## src/include/uvc_reader_config.svh

```systemverilog
// UVC frame reader configuration
// frame geometry, line stride, beat FIFO depth and error pause timing

`ifndef UVC_READER_CONFIG_SVH
`define UVC_READER_CONFIG_SVH

// frame geometry, reduced for short simulations
`define UVC_LINE_PIXELS       16
`define UVC_FRAME_LINES       4
`define UVC_BEATS_PER_LINE    (`UVC_LINE_PIXELS / 4)  // four 16-bit pixels per beat

// 2048 byte line stride
`define UVC_LINE_STRIDE_BITS  11

// beat FIFO
`define UVC_FIFO_DEPTH        16

// recovery after a start-of-frame mismatch
`define UVC_ERROR_PAUSE       32
`define UVC_FLUSH_FIRST       1
`define UVC_FLUSH_LAST        16

`endif

```

## src/source/axi_read_pkg.sv

```systemverilog
// AXI read channel types
// address, data and burst field encodings plus the line fetch FSM states

package axi_read_pkg;

    typedef logic [31:0] axi_addr_t;    // byte address
    typedef logic [63:0] axi_data_t;    // one read beat
    typedef logic [7:0]  axi_len_t;     // beats minus one

    // bytes per beat, log2 encoded
    typedef enum logic [2:0] {
        SIZE_1B, SIZE_2B, SIZE_4B, SIZE_8B,
        SIZE_16B, SIZE_32B, SIZE_64B, SIZE_128B
    } axi_size_e;

    typedef enum logic [1:0] {FIXED = 2'd0, INCR = 2'd1, WRAP = 2'd2} axi_burst_e;

    // line fetch sequencer
    typedef enum logic [2:0] {
        IDLE, LINE_ADDR, LINE_BURST, WAIT_ROOM, FRAME_REQ, FRAME_UPDATE, RESYNC
    } fetch_state_e;

endpackage

```

## src/source/video_stream_pkg.sv

```systemverilog
// video stream types
// bytes toward the UVC consumer and the tagged beats held in the beat FIFO

`include "uvc_reader_config.svh"

package video_stream_pkg;

    typedef logic [7:0] vid_byte_t;

    // beat as stored in the FIFO
    typedef struct packed {
        logic        sof;   // first beat of a frame
        logic [63:0] data;
    } tagged_beat_t;

    // occupancy, 0 up to the full depth
    typedef logic [$clog2(`UVC_FIFO_DEPTH + 1) - 1:0] fifo_level_t;

endpackage

```

## src/source/fetch_ifs.sv

```systemverilog
// beat push and beat pop interfaces
// push runs from the line fetch sequencer into the beat FIFO,
// pop runs from the beat FIFO to the byte serializer

`timescale 1ns/1ps

interface beat_push_if;

    logic                           push;   // one beat per strobe
    video_stream_pkg::tagged_beat_t beat;
    logic                           flush;  // empties the FIFO
    video_stream_pkg::fifo_level_t  level;

    modport sequencer (output push, output beat, output flush, input level);
    modport fifo (input push, input beat, input flush, output level);

endinterface

//----------------------------------------------------------------------

interface beat_pop_if;

    logic                    pop;        // removes the head at the edge
    axi_read_pkg::axi_data_t head_data;
    logic                    head_sof;   // frame start tag of the head
    logic                    not_empty;

    modport fifo (input pop, output head_data, output head_sof, output not_empty);
    modport serializer (output pop, input head_data, input head_sof, input not_empty);

endinterface

```

## src/source/line_fetch_sequencer.sv

```systemverilog
// line fetch sequencer
// issues one AXI INCR burst per video line, counts lines and beats,
// raises the frame buffer request and runs start-of-frame recovery

`timescale 1ns/1ps

`include "uvc_reader_config.svh"

module line_fetch_sequencer (
    input  logic                    axi_clk,
    input  logic                    rst_n,
    input  axi_read_pkg::axi_addr_t frame_base_i,
    input  logic                    arready_i,
    input  logic                    rvalid_i,
    input  axi_read_pkg::axi_data_t rdata_i,
    input  logic                    sof_error_i,
    output axi_read_pkg::axi_addr_t araddr_o,
    output logic                    arvalid_o,
    output logic                    frame_request_o,
    output logic                    stream_enable_o,
    beat_push_if.sequencer          push
);

    localparam int LINE_W  = $clog2(`UVC_FRAME_LINES + 1);
    localparam int BEAT_W  = $clog2(`UVC_BEATS_PER_LINE + 1);
    localparam int PAUSE_W = $clog2(`UVC_ERROR_PAUSE);

    axi_read_pkg::fetch_state_e state_q, state_d;

    logic [LINE_W-1:0]  line_cnt_q;
    logic [BEAT_W-1:0]  beat_cnt_q;
    logic [PAUSE_W-1:0] pause_cnt_q;

    logic burst_done, frame_done, room, pause_done, first_beat;

    //------------------------------------------------------------------
    // status decodes
    //------------------------------------------------------------------

    assign burst_done = (beat_cnt_q == BEAT_W'(`UVC_BEATS_PER_LINE));
    assign frame_done = (line_cnt_q == LINE_W'(`UVC_FRAME_LINES));
    assign pause_done = (pause_cnt_q == PAUSE_W'(`UVC_ERROR_PAUSE - 1));
    // a whole line must fit before the next address goes out
    assign room = (push.level <=
        video_stream_pkg::fifo_level_t'(`UVC_FIFO_DEPTH - `UVC_BEATS_PER_LINE));

    // line count already advanced past line 0 during its burst
    assign first_beat = (state_q == axi_read_pkg::LINE_BURST) &&
                        (line_cnt_q == LINE_W'(1)) && (beat_cnt_q == '0);

    assign araddr_o        = frame_base_i +
                             (axi_read_pkg::axi_addr_t'(line_cnt_q) << `UVC_LINE_STRIDE_BITS);
    assign arvalid_o       = (state_q == axi_read_pkg::LINE_ADDR);
    assign stream_enable_o = (state_q != axi_read_pkg::IDLE) &&
                             (state_q != axi_read_pkg::RESYNC);

    assign push.push  = rvalid_i;   // rready is tied high
    assign push.beat  = '{sof: first_beat, data: rdata_i};
    assign push.flush = (state_q == axi_read_pkg::RESYNC) &&
                        (pause_cnt_q >= PAUSE_W'(`UVC_FLUSH_FIRST)) &&
                        (pause_cnt_q <= PAUSE_W'(`UVC_FLUSH_LAST));

    //------------------------------------------------------------------
    // next state
    //------------------------------------------------------------------

    always_comb
    begin
        state_d = state_q;
        case (state_q)
            axi_read_pkg::IDLE:         state_d = axi_read_pkg::LINE_ADDR;
            axi_read_pkg::LINE_ADDR:
            begin
                if (arready_i)
                    state_d = axi_read_pkg::LINE_BURST;
            end
            axi_read_pkg::LINE_BURST:
            begin
                if (burst_done)
                    state_d = axi_read_pkg::WAIT_ROOM;
            end
            axi_read_pkg::WAIT_ROOM:
            begin
                if (frame_done)
                    state_d = axi_read_pkg::FRAME_REQ;
                else if (room)
                    state_d = axi_read_pkg::LINE_ADDR;
            end
            axi_read_pkg::FRAME_REQ:
            begin
                if (room)
                    state_d = axi_read_pkg::FRAME_UPDATE;
            end
            axi_read_pkg::FRAME_UPDATE: state_d = axi_read_pkg::LINE_ADDR;
            axi_read_pkg::RESYNC:
            begin
                if (pause_done)
                    state_d = axi_read_pkg::IDLE;
            end
            default:                    state_d = axi_read_pkg::IDLE;
        endcase

        // mismatch seen by the serializer restarts the frame
        if (sof_error_i && state_q != axi_read_pkg::FRAME_UPDATE)
            state_d = axi_read_pkg::RESYNC;
    end

    //------------------------------------------------------------------
    // state and counters
    //------------------------------------------------------------------

    always_ff @(posedge axi_clk or negedge rst_n)
    begin
        if (!rst_n)
        begin
            state_q         <= axi_read_pkg::IDLE;
            line_cnt_q      <= '0;
            beat_cnt_q      <= '0;
            pause_cnt_q     <= '0;
            frame_request_o <= 1'b0;
        end
        else
        begin
            state_q         <= state_d;
            frame_request_o <= frame_done;

            if (state_q == axi_read_pkg::IDLE || state_q == axi_read_pkg::FRAME_UPDATE ||
                state_q == axi_read_pkg::RESYNC)
                line_cnt_q <= '0;
            else if (arvalid_o && arready_i)
                line_cnt_q <= line_cnt_q + 1'b1;    // counted at the handshake

            if (state_q == axi_read_pkg::LINE_BURST)
                beat_cnt_q <= rvalid_i ? beat_cnt_q + 1'b1 : beat_cnt_q;
            else
                beat_cnt_q <= '0;

            pause_cnt_q <= (state_q == axi_read_pkg::RESYNC) ? pause_cnt_q + 1'b1 : '0;
        end
    end

endmodule

```

## src/source/beat_fifo.sv

```systemverilog
// beat FIFO
// single clock circular buffer of tagged beats with fill level and flush

`timescale 1ns/1ps

`include "uvc_reader_config.svh"

module beat_fifo (
    input  logic     axi_clk,
    input  logic     rst_n,
    beat_push_if.fifo push,
    beat_pop_if.fifo  pop
);

    localparam int PTR_W = $clog2(`UVC_FIFO_DEPTH);

    video_stream_pkg::tagged_beat_t mem [`UVC_FIFO_DEPTH];

    logic [PTR_W-1:0]              wr_ptr_q, rd_ptr_q;
    video_stream_pkg::fifo_level_t count_q;
    logic                          wr_en, rd_en;

    assign wr_en = push.push && (count_q != video_stream_pkg::fifo_level_t'(`UVC_FIFO_DEPTH));
    assign rd_en = pop.pop && (count_q != '0);

    assign push.level    = count_q;
    assign pop.not_empty = (count_q != '0);
    assign pop.head_data = mem[rd_ptr_q].data;
    assign pop.head_sof  = mem[rd_ptr_q].sof;

    // storage
    always_ff @(posedge axi_clk)
    begin
        if (wr_en)
            mem[wr_ptr_q] <= push.beat;
    end

    // pointers wrap at the power of two depth
    always_ff @(posedge axi_clk or negedge rst_n)
    begin
        if (!rst_n)
        begin
            wr_ptr_q <= '0;
            rd_ptr_q <= '0;
            count_q  <= '0;
        end
        else if (push.flush)
        begin
            wr_ptr_q <= '0;     // drops everything held
            rd_ptr_q <= '0;
            count_q  <= '0;
        end
        else
        begin
            if (wr_en)
                wr_ptr_q <= wr_ptr_q + 1'b1;
            if (rd_en)
                rd_ptr_q <= rd_ptr_q + 1'b1;
            case ({wr_en, rd_en})
                2'b10:   count_q <= count_q + 1'b1;
                2'b01:   count_q <= count_q - 1'b1;
                default: count_q <= count_q;    // none or both
            endcase
        end
    end

endmodule

```

## src/source/byte_serializer.sv

```systemverilog
// byte serializer
// unpacks FIFO beats into bytes, least significant first, and flags
// a consumer frame start that lands on a byte that is not one

`timescale 1ns/1ps

module byte_serializer (
    input  logic                        axi_clk,
    input  logic                        rst_n,
    input  logic                        stream_enable_i,
    input  logic                        uvc_ready_i,
    input  logic                        vf_sof_i,
    output video_stream_pkg::vid_byte_t vf_byte_o,
    output logic                        vf_valid_o,
    output logic                        sof_error_o,
    beat_pop_if.serializer              pop
);

    localparam int BEAT_BYTES = $bits(axi_read_pkg::axi_data_t) / 8;
    localparam int IDX_W      = $clog2(BEAT_BYTES);

    axi_read_pkg::axi_data_t beat_q;
    logic                    loaded_q;
    logic                    sof_q;     // tag of the loaded beat
    logic [IDX_W-1:0]        idx_q;

    logic take, last_byte, load, byte_is_sof;

    assign vf_valid_o  = loaded_q && stream_enable_i;
    assign take        = vf_valid_o && uvc_ready_i;
    assign last_byte   = (idx_q == IDX_W'(BEAT_BYTES - 1));
    assign byte_is_sof = sof_q && (idx_q == '0);   // only byte 0 starts a frame

    // fetch the next beat when empty or as the last byte leaves
    assign load    = stream_enable_i && pop.not_empty && (!loaded_q || (take && last_byte));
    assign pop.pop = load;

    assign vf_byte_o   = beat_q[idx_q*8 +: 8];
    assign sof_error_o = vf_sof_i && vf_valid_o && !byte_is_sof;

    //------------------------------------------------------------------
    // byte stepping
    //------------------------------------------------------------------

    always_ff @(posedge axi_clk or negedge rst_n)
    begin
        if (!rst_n)
        begin
            loaded_q <= 1'b0;
            sof_q    <= 1'b0;
            idx_q    <= '0;
        end
        else if (!stream_enable_i)
        begin
            loaded_q <= 1'b0;   // stale beat is dropped on resync
            idx_q    <= '0;
        end
        else if (load)
        begin
            loaded_q <= 1'b1;
            sof_q    <= pop.head_sof;
            idx_q    <= '0;
        end
        else if (take)
        begin
            if (last_byte)
                loaded_q <= 1'b0;
            idx_q <= idx_q + 1'b1;  // wraps to byte 0
        end
    end

    always_ff @(posedge axi_clk)
    begin
        if (load)
            beat_q <= pop.head_data;
    end

endmodule

```

## src/source/uvc_frame_reader.sv

```systemverilog
// UVC frame reader top level
// reads a frame buffer line by line over AXI and streams it as bytes
// to the UVC consumer, refetching the frame on a start-of-frame mismatch

`timescale 1ns/1ps

`include "uvc_reader_config.svh"

module uvc_frame_reader (
    input  logic                        axi_clk,
    input  logic                        rst_n,
    // frame buffer handoff
    input  axi_read_pkg::axi_addr_t     frame_buffer_addr_i,
    output logic                        next_frame_buffer_request_o,
    // AXI read address channel
    output axi_read_pkg::axi_addr_t     araddr_o,
    output axi_read_pkg::axi_len_t      arlen_o,
    output axi_read_pkg::axi_size_e     arsize_o,
    output axi_read_pkg::axi_burst_e    arburst_o,
    output logic                        arvalid_o,
    input  logic                        arready_i,
    // AXI read data channel
    input  axi_read_pkg::axi_data_t     rdata_i,
    input  logic                        rvalid_i,
    output logic                        rready_o,
    // byte consumer
    input  logic                        vf_sof_i,
    input  logic                        uvc_ready_i,
    output logic                        vf_valid_o,
    output video_stream_pkg::vid_byte_t vf_byte_o
);

    logic stream_enable;
    logic sof_error;

    beat_push_if push_bus ();
    beat_pop_if  pop_bus ();

    // fixed burst shape, one line per burst
    assign arlen_o   = axi_read_pkg::axi_len_t'(`UVC_BEATS_PER_LINE - 1);
    assign arsize_o  = axi_read_pkg::SIZE_8B;
    assign arburst_o = axi_read_pkg::INCR;
    assign rready_o  = 1'b1;

    line_fetch_sequencer u_sequencer (
        .axi_clk         (axi_clk),
        .rst_n           (rst_n),
        .frame_base_i    (frame_buffer_addr_i),
        .arready_i       (arready_i),
        .rvalid_i        (rvalid_i),
        .rdata_i         (rdata_i),
        .sof_error_i     (sof_error),
        .araddr_o        (araddr_o),
        .arvalid_o       (arvalid_o),
        .frame_request_o (next_frame_buffer_request_o),
        .stream_enable_o (stream_enable),
        .push            (push_bus.sequencer)
    );

    beat_fifo u_fifo (
        .axi_clk (axi_clk),
        .rst_n   (rst_n),
        .push    (push_bus.fifo),
        .pop     (pop_bus.fifo)
    );

    byte_serializer u_serializer (
        .axi_clk         (axi_clk),
        .rst_n           (rst_n),
        .stream_enable_i (stream_enable),
        .uvc_ready_i     (uvc_ready_i),
        .vf_sof_i        (vf_sof_i),
        .vf_byte_o       (vf_byte_o),
        .vf_valid_o      (vf_valid_o),
        .sof_error_o     (sof_error),
        .pop             (pop_bus.serializer)
    );

endmodule

```

## config.mk

```make
export PLATFORM = sky130hd
export DESIGN_NAME = uvc_frame_reader
export DESIGN_NICKNAME = d
export VERILOG_FILES = /design/src/source/axi_read_pkg.sv /design/src/source/video_stream_pkg.sv /design/src/source/fetch_ifs.sv /design/src/source/line_fetch_sequencer.sv /design/src/source/beat_fifo.sv /design/src/source/byte_serializer.sv /design/src/source/uvc_frame_reader.sv
export VERILOG_INCLUDE_DIRS = /design/src /design/src/include
export SDC_FILE = /design/constraint.sdc
export NUM_CORES = 1
export LEC_CHECK = 0
export BUFFER_PORTS_ARGS = -buffer_cell sky130_fd_sc_hd__buf_2
export CAP_MARGIN = 20
export CORE_MARGIN = 2
export CORE_UTILIZATION = 37
export CTS_CLUSTER_DIAMETER = 30
export CTS_CLUSTER_SIZE = 40
export DETAILED_ROUTE_END_ITERATION = 16
export SLEW_MARGIN = 0
export SYNTH_ARGS = -nofsm -noshare
export SYNTH_HDL_FRONTEND = slang
export SYNTH_SLANG_ARGS = --single-unit
```

## constraint.sdc

```tcl
create_clock -name axi_clk -period 13.13 [get_ports axi_clk]
set_input_delay 1.313 -clock axi_clk [delete_from_list [all_inputs] [get_ports axi_clk]]
set_output_delay 1.313 -clock axi_clk [all_outputs]
set_load 0.02 [all_outputs]
```

-- Word level (Yosys, flattened, before mapping)
Memories as Yosys holds them, arrays and structs flattened.
Cells that the tools add are included.
- reductions and logical operators: 35
- add/sub/neg operators: 9
- magnitude comparators: 3
- div/mod/pow operators: 0
- bitwise gates (word level): 0
- muxes and demuxes: 28
- multipliers: 0
- equality and inequality tests: 24
- shift operators: 1
- operators with widths (kind ; count):
    64-bit by 7-bit indexed part select with 8-bit output ; 1
    3-bit 2-to-1 mux ; 14
    32-bit by 14-bit adder with 32-bit output ; 1
    3-bit equality test, second input constant ; 6
    3-bit one-hot mux with 6 select lines ; 1
    1-bit logical AND ; 17
    4-bit 2-to-1 mux ; 4
    3-bit inequality test, second input constant ; 5
    5-bit by 1-bit adder with 5-bit output, second input constant ; 2
    5-bit 2-to-1 mux ; 2
    5-bit one-hot mux with 2 select lines ; 1
    3-bit by 1-bit adder with 3-bit output, second input constant ; 3
    3-bit zero test ; 3
    4-bit by 1-bit adder with 4-bit output, second input constant ; 2
    3-bit by 1-bit equality test with 1-bit output, second input constant ; 2
    3-bit by 2-bit equality test with 1-bit output, second input constant ; 2
    1-bit 2-to-1 mux ; 6
    3-bit by 1-bit inequality test with 1-bit output, second input constant ; 2
    2-bit nonzero test ; 3
    3-bit nonzero test ; 2
    5-bit equality test, second input constant ; 1
    5-bit by 1-bit >= comparator with 1-bit output, second input constant ; 1
    5-bit by 4-bit <= comparator with 1-bit output, second input constant ; 1
    5-bit <= comparator, second input constant ; 1
    13 further kinds ; 17
- input bits: 102
- output and inout port bits: 57
- memory bits (writable): 1040
- latch bits: 0
- bits in read-only memories: 0
- memories kept: 1
- logic and storage cells: 113
- bits in registers: 97
- memories (name ; depth ; bits a word ; rd ports ; clocked after memory_dff ; wr ports ; line ; text):
    u_fifo.mem ; 16 ; 65 ; 1 ; 0 ; 1 ; beat_fifo.sv:17 ; video_stream_pkg::tagged_beat_t mem [`UVC_FIFO_DEPTH];

-- Longest topological paths before layout
- depth after elaboration: 11
- gate-level depth with buffers: 13
- mapped depth without buffers: 12

-- By module
Synthesis repeated with hierarchy kept, for this count alone.
- cells, all modules: 1944
- area total of the unflattened synthesis: 44726.6 µm²
- modules (own cells, without submodules) (module ; seq. area each (µm²) ; area an instance (µm²) ; cells an instance ; times used):
    beat_fifo ; 31555.3 ; 39958.3 ; 1554 ; 1
    byte_serializer ; 2047.0 ; 2722.6 ; 136 ; 1
    line_fetch_sequencer ; 375.4 ; 1933.1 ; 238 ; 1
    uvc_frame_reader ; 0.0 ; 112.6 ; 16 ; 1

-- Worst setup path before layout
OpenSTA, ideal clock, no wires.
- kind: input to register
- from: input rvalid_i
- to: memory u_fifo.mem[3][0] in the netlist's numbering, enable pin
- arrival: 6.134 ns
- library setup time: 0.568 ns
- path buffers: 1
- setup slack: 6.428 ns
- required time: 12.562 ns
- cell stages on the path: 4
- path through: o21a_1 buf_2 nand2_1 nor3_1
- cells in the longest elaborated chain, start to end: 3
- ends and longest elaborated chain (element ; line ; text):
    start: declaration ; uvc_frame_reader.sv:24 ; input logic rvalid_i,
    1-bit logical AND ; beat_fifo.sv:23 ; assign wr_en = push.push && (count_q != video_stream_pkg::fifo_level_t'(`UVC_FIFO_DEPTH));
    1-bit 2-to-1 mux ; beat_fifo.sv:34 ; if (wr_en)
    1-bit 2-to-1 mux (implied by the code) ; beat_fifo.sv:35 ; mem[wr_ptr_q] <= push.beat;
    end: declaration ; beat_fifo.sv:17 ;
Every way passes these cells.

-- Worst setup path after layout
- from: register u_fifo.rd_ptr_q[0]
- to: register u_serializer.beat_q[42] (read register of u_fifo.mem), data pin
- cells in the longest elaborated chain, start to end: 1
- ends and longest elaborated chain (element ; line ; text):
    start: declaration ; beat_fifo.sv:19 ; logic [PTR_W-1:0] wr_ptr_q, rd_ptr_q;
    start signal: assignment ; beat_fifo.sv:58 ; rd_ptr_q <= rd_ptr_q + 1'b1;
    memory 16 x 65 bit ; n/a ;
    end: declaration ; byte_serializer.sv:22 ; axi_read_pkg::axi_data_t beat_q;
Every way passes these cells.
A chain may end at the register's enable or synchronous reset.

==> flow_metrics.py <==
metrics = {
    "outcome": {
        "status": "finished, final reports clean",
    },
    "worst_setup_path": {
        "reg2regPathDepth": 8,
        "reg2reg_slack_ns": 8.50,
        "required_ns": 13.65,
        "cp_max_fo": 59,
        "criticalPathCategory": "flop to flop",
        "crit_path_end_kind": "flop",
        "cp_data_arrival_time_ns": 5.15,
        "startpoint_type": "flop",
    },
    "sta": {
        "finalClockSkew_ns": 0.0269,
        "worst_slack_ns": 8.50,
        "rsz0062_at_grt": "no",
        "final-hold-violation-count": 0,
        "tns_ns": 0,
        "slew-limit-headroom": 0.221,
        "fin_crit_sh": 0.353,
        "worstMarginPinSlew_ns": 1.17,
        "period_minus_slack_ns": 4.63,
        "whs_ns": 0.542,
        "slew_viol_final": 0,
        "finalSetupViolCount": 0,
        "fmax_mhz": 216,
    },
    "layout": {
        "instances_no_fill": 4399,
        "area.growth.synth_to_final_pct": 21.6,
        "fin_nets": 2732,
        "drive_gt1_frac": 0.274,
        "finalInstanceArea_um2": 54500,
    },
    "route": {
        "wl_per_cell_um": 25.7,
        "dr.pass1.iters": 7,
        "first_iter_violations": 2476,
        "drcViolationCount": 0,
        "via_per_inst": 5.38,
        "drt-total-wl_um": 113000,
        "via_count": 23700,
        "ant_nets": 0,
    },
    "global_route": {
        "grtUsageTotal": 0.181,
        "use_met3": 0.0437,
        "grtUsageMet1": 0.240,
        "antenna_found_initial": 24,
        "grt_pass1_vias": 24600,
        "grt_util_met2": 0.289,
        "grt_pass1_wl_um": 165000,
        "grt.busiest_layer": "met2",
        "grt_max_degree": 76,
        "grt_overflow": 0,
    },
    "clocking": {
        "htree_levels": 4,
        "numClockSinks": 1137,
        "clockBufferDepth": 3,
        "holdBufCountCts": 0,
        "ctsRootBufferMaster": "clkbuf_16",
        "clock_latency_ns": 0.78,
        "clkSlewWorstSetupHoldPaths_ns": 0.05,
        "cts_tree": "done",
        "post_cts_buffers": 0,
        "cts_made_buffers": 202,
        "cts_resized": 0,
    },
    "die": {
        "num_rows": 127,
        "ioPinCount": 159,
        "die-area_um2": 124000,
        "die-width_um": 352,
        "start_util": 0.373,
        "core-area_um2": 120000,
        "dieHeight_um": 352,
    },
    "synthesis": {
        "ys_types": 56,
        "syn_avg_cell_area_um2": 19.0,
        "async_flop_share": 0.0290,
        "synth_common_cells": "edfxtp_1, mux2i_1, mux4_2, o21ai_0, nand2_1",
        "yosysMostFrequentCell": "edfxtp_1",
        "synthTopCellsByArea": "edfxtp_1, mux4_2, mux2i_1, dfrtp_1, mux2_2",
        "synth_top_area_cell": "edfxtp_1",
        "synth_top_area_frac": 0.740,
        "synth_warnings": 0,
        "netlist_area_um2": 44800,
        "synth_ff_type": "edfxtp_1",
        "ys_seq_area_frac": 0.758,
        "synth_edf_count": 1104,
        "synth.ff_latch_count": 1137,
        "synthCells": 2362,
    },
    "placement": {
        "routabilityCongestion": 0.825,
        "dpl_worst_slack_ns": 8.48,
        "place_hpwl_um": 58700,
        "dp_cells": 4012,
        "place_area_um2": 47300,
        "io_buffers": 122,
    },
    "min_path": {
        "whs_path_depth": 1,
        "hold_class": "flop to flop",
    },
    "power_and_ir_drop": {
        "peakVddDrop_v": 0.000169,
        "power.density_nw_per_um2": 246,
        "p_leak_nw": 18.5,
    },
    "run": {
        "max-cap-violations": 0,
    },
}
-- layout by cell type, fill, tap and decap left out, types with 4 or more instances in the layout --
master      netlist  routed
diode_2           0       4
nor2_1           42      30
a221oi_1         65      65
nor2b_1           6       5
a21oi_1          78      78
nand2_1         117     116
xnor2_1          22      22
nor2_4            0      12
mux2i_1         195     195
nand3_1          11      11
xor2_1           13      13
buf_2            26     122
dfrtp_1          33      29
clkbuf_16         0     207
clkinv_2          0      30
clkbuf_1         67      14
clkinvlp_4        0      25
edfxtp_1       1104    1104
inv_6             0      15
nor3_2            0       4
o21ai_0         139     139
clkinv_4          0      19
clkinv_1          1      27
buf_4            46      52
mux4_2          149     149
ha_1             24      24
conb_1            2      14
bufinv_16         0      36
nand2b_1          6       6
and3_1            6       6
o221ai_1          5       5
mux2_2           64      64
inv_1            19      19
a22oi_1          66      66
-- state kept, by name, indices dropped and copies added, names as in the netlist, 3 cells and up --
register,count
u_serializer.idx_q,3
u_sequencer.line_cnt_q,3
u_fifo.rd_ptr_q,4
u_sequencer.state_q,3
u_fifo.push.level,5
u_sequencer.pause_cnt_q,5
u_serializer.beat_q,64
u_fifo.mem,1040
u_fifo.wr_ptr_q,4
u_sequencer.beat_cnt_q,3
-- worst paths after layout --
path	end	start
setup / recovery	u_serializer.beat_q[42]	u_fifo.rd_ptr_q[0]
hold / removal	u_sequencer.pause_cnt_q[0]	u_sequencer.pause_cnt_q[0]
setup reg to reg	u_serializer.beat_q[42]	u_fifo.rd_ptr_q[0]
hold reg to reg	u_sequencer.pause_cnt_q[0]	u_sequencer.pause_cnt_q[0]
max in group asynchronous	u_fifo.rd_ptr_q[0]	rst_n
min in group asynchronous	u_sequencer.state_q[2]	rst_n
-- where the power goes --
group,total (mW),leakage [nW],switching (mW),internal (mW)
registers,4.86,10.4,0.295,4.56
logic,3.12,4.64,1.93,1.19
clock network,5.43,3.47,1.82,3.61
-- through the flow --
stage	util	power, mW
after floorplan	-	6.95
after global placement	0.393	7.98
after detailed placement	0.393	8.05
after CTS	0.454	13.5
after global routing	0.454	13.9
final	0.454	13.4
-- routing by layer --
layer	vias to the layer above	wire length (µm)
met2	964	54300
met4	24	2970
met5	-	159
met1	12300	47100
met3	228	8440
li1	10100	-
-- worst max-delay path, stage by stage (launching register included) --
cell and delay, ns:
dfrtp_4 0.83, buf_4 0.69, buf_4 0.82, buf_4 0.94, mux2_2 0.41, o21ai_0 0.14
a21oi_1 0.07, a22oi_1 0.24, nand2_1 0.09
-- kinds of logic (layout without fill, tap and decap cells) --
family / count (synthesis) / count (layout) / share of synthesized area
buffers and inverters: 169 / 578 / 0.0197
adder cells (fa/ha/maj): 25 / 25 / 0.00715
XOR/XNOR: 35 / 35 / 0.00684
other: 2 / 18 / 0.000168
AND/OR/NAND/NOR: 209 / 209 / 0.0201
multiplexers: 409 / 409 / 0.135
flip-flops: 1137 / 1137 / 0.758
AO/OA/AOI/OAI: 376 / 376 / 0.0533
-- cell type report --
class | count | area [µm²]
Fill cell | 10100 | 65600
Antenna cell | 4 | 10.0
Timing Repair Buffer | 176 | 1040
Multi-Input combinational cell | 1068 | 10200
Clock buffer | 223 | 5260
Inverter | 20 | 75.1
Sequential cell | 1137 | 34000
Clock inverter | 159 | 1980
Tap cell | 1612 | 2020
No activity file was read; power rests on OpenSTA's default activity.
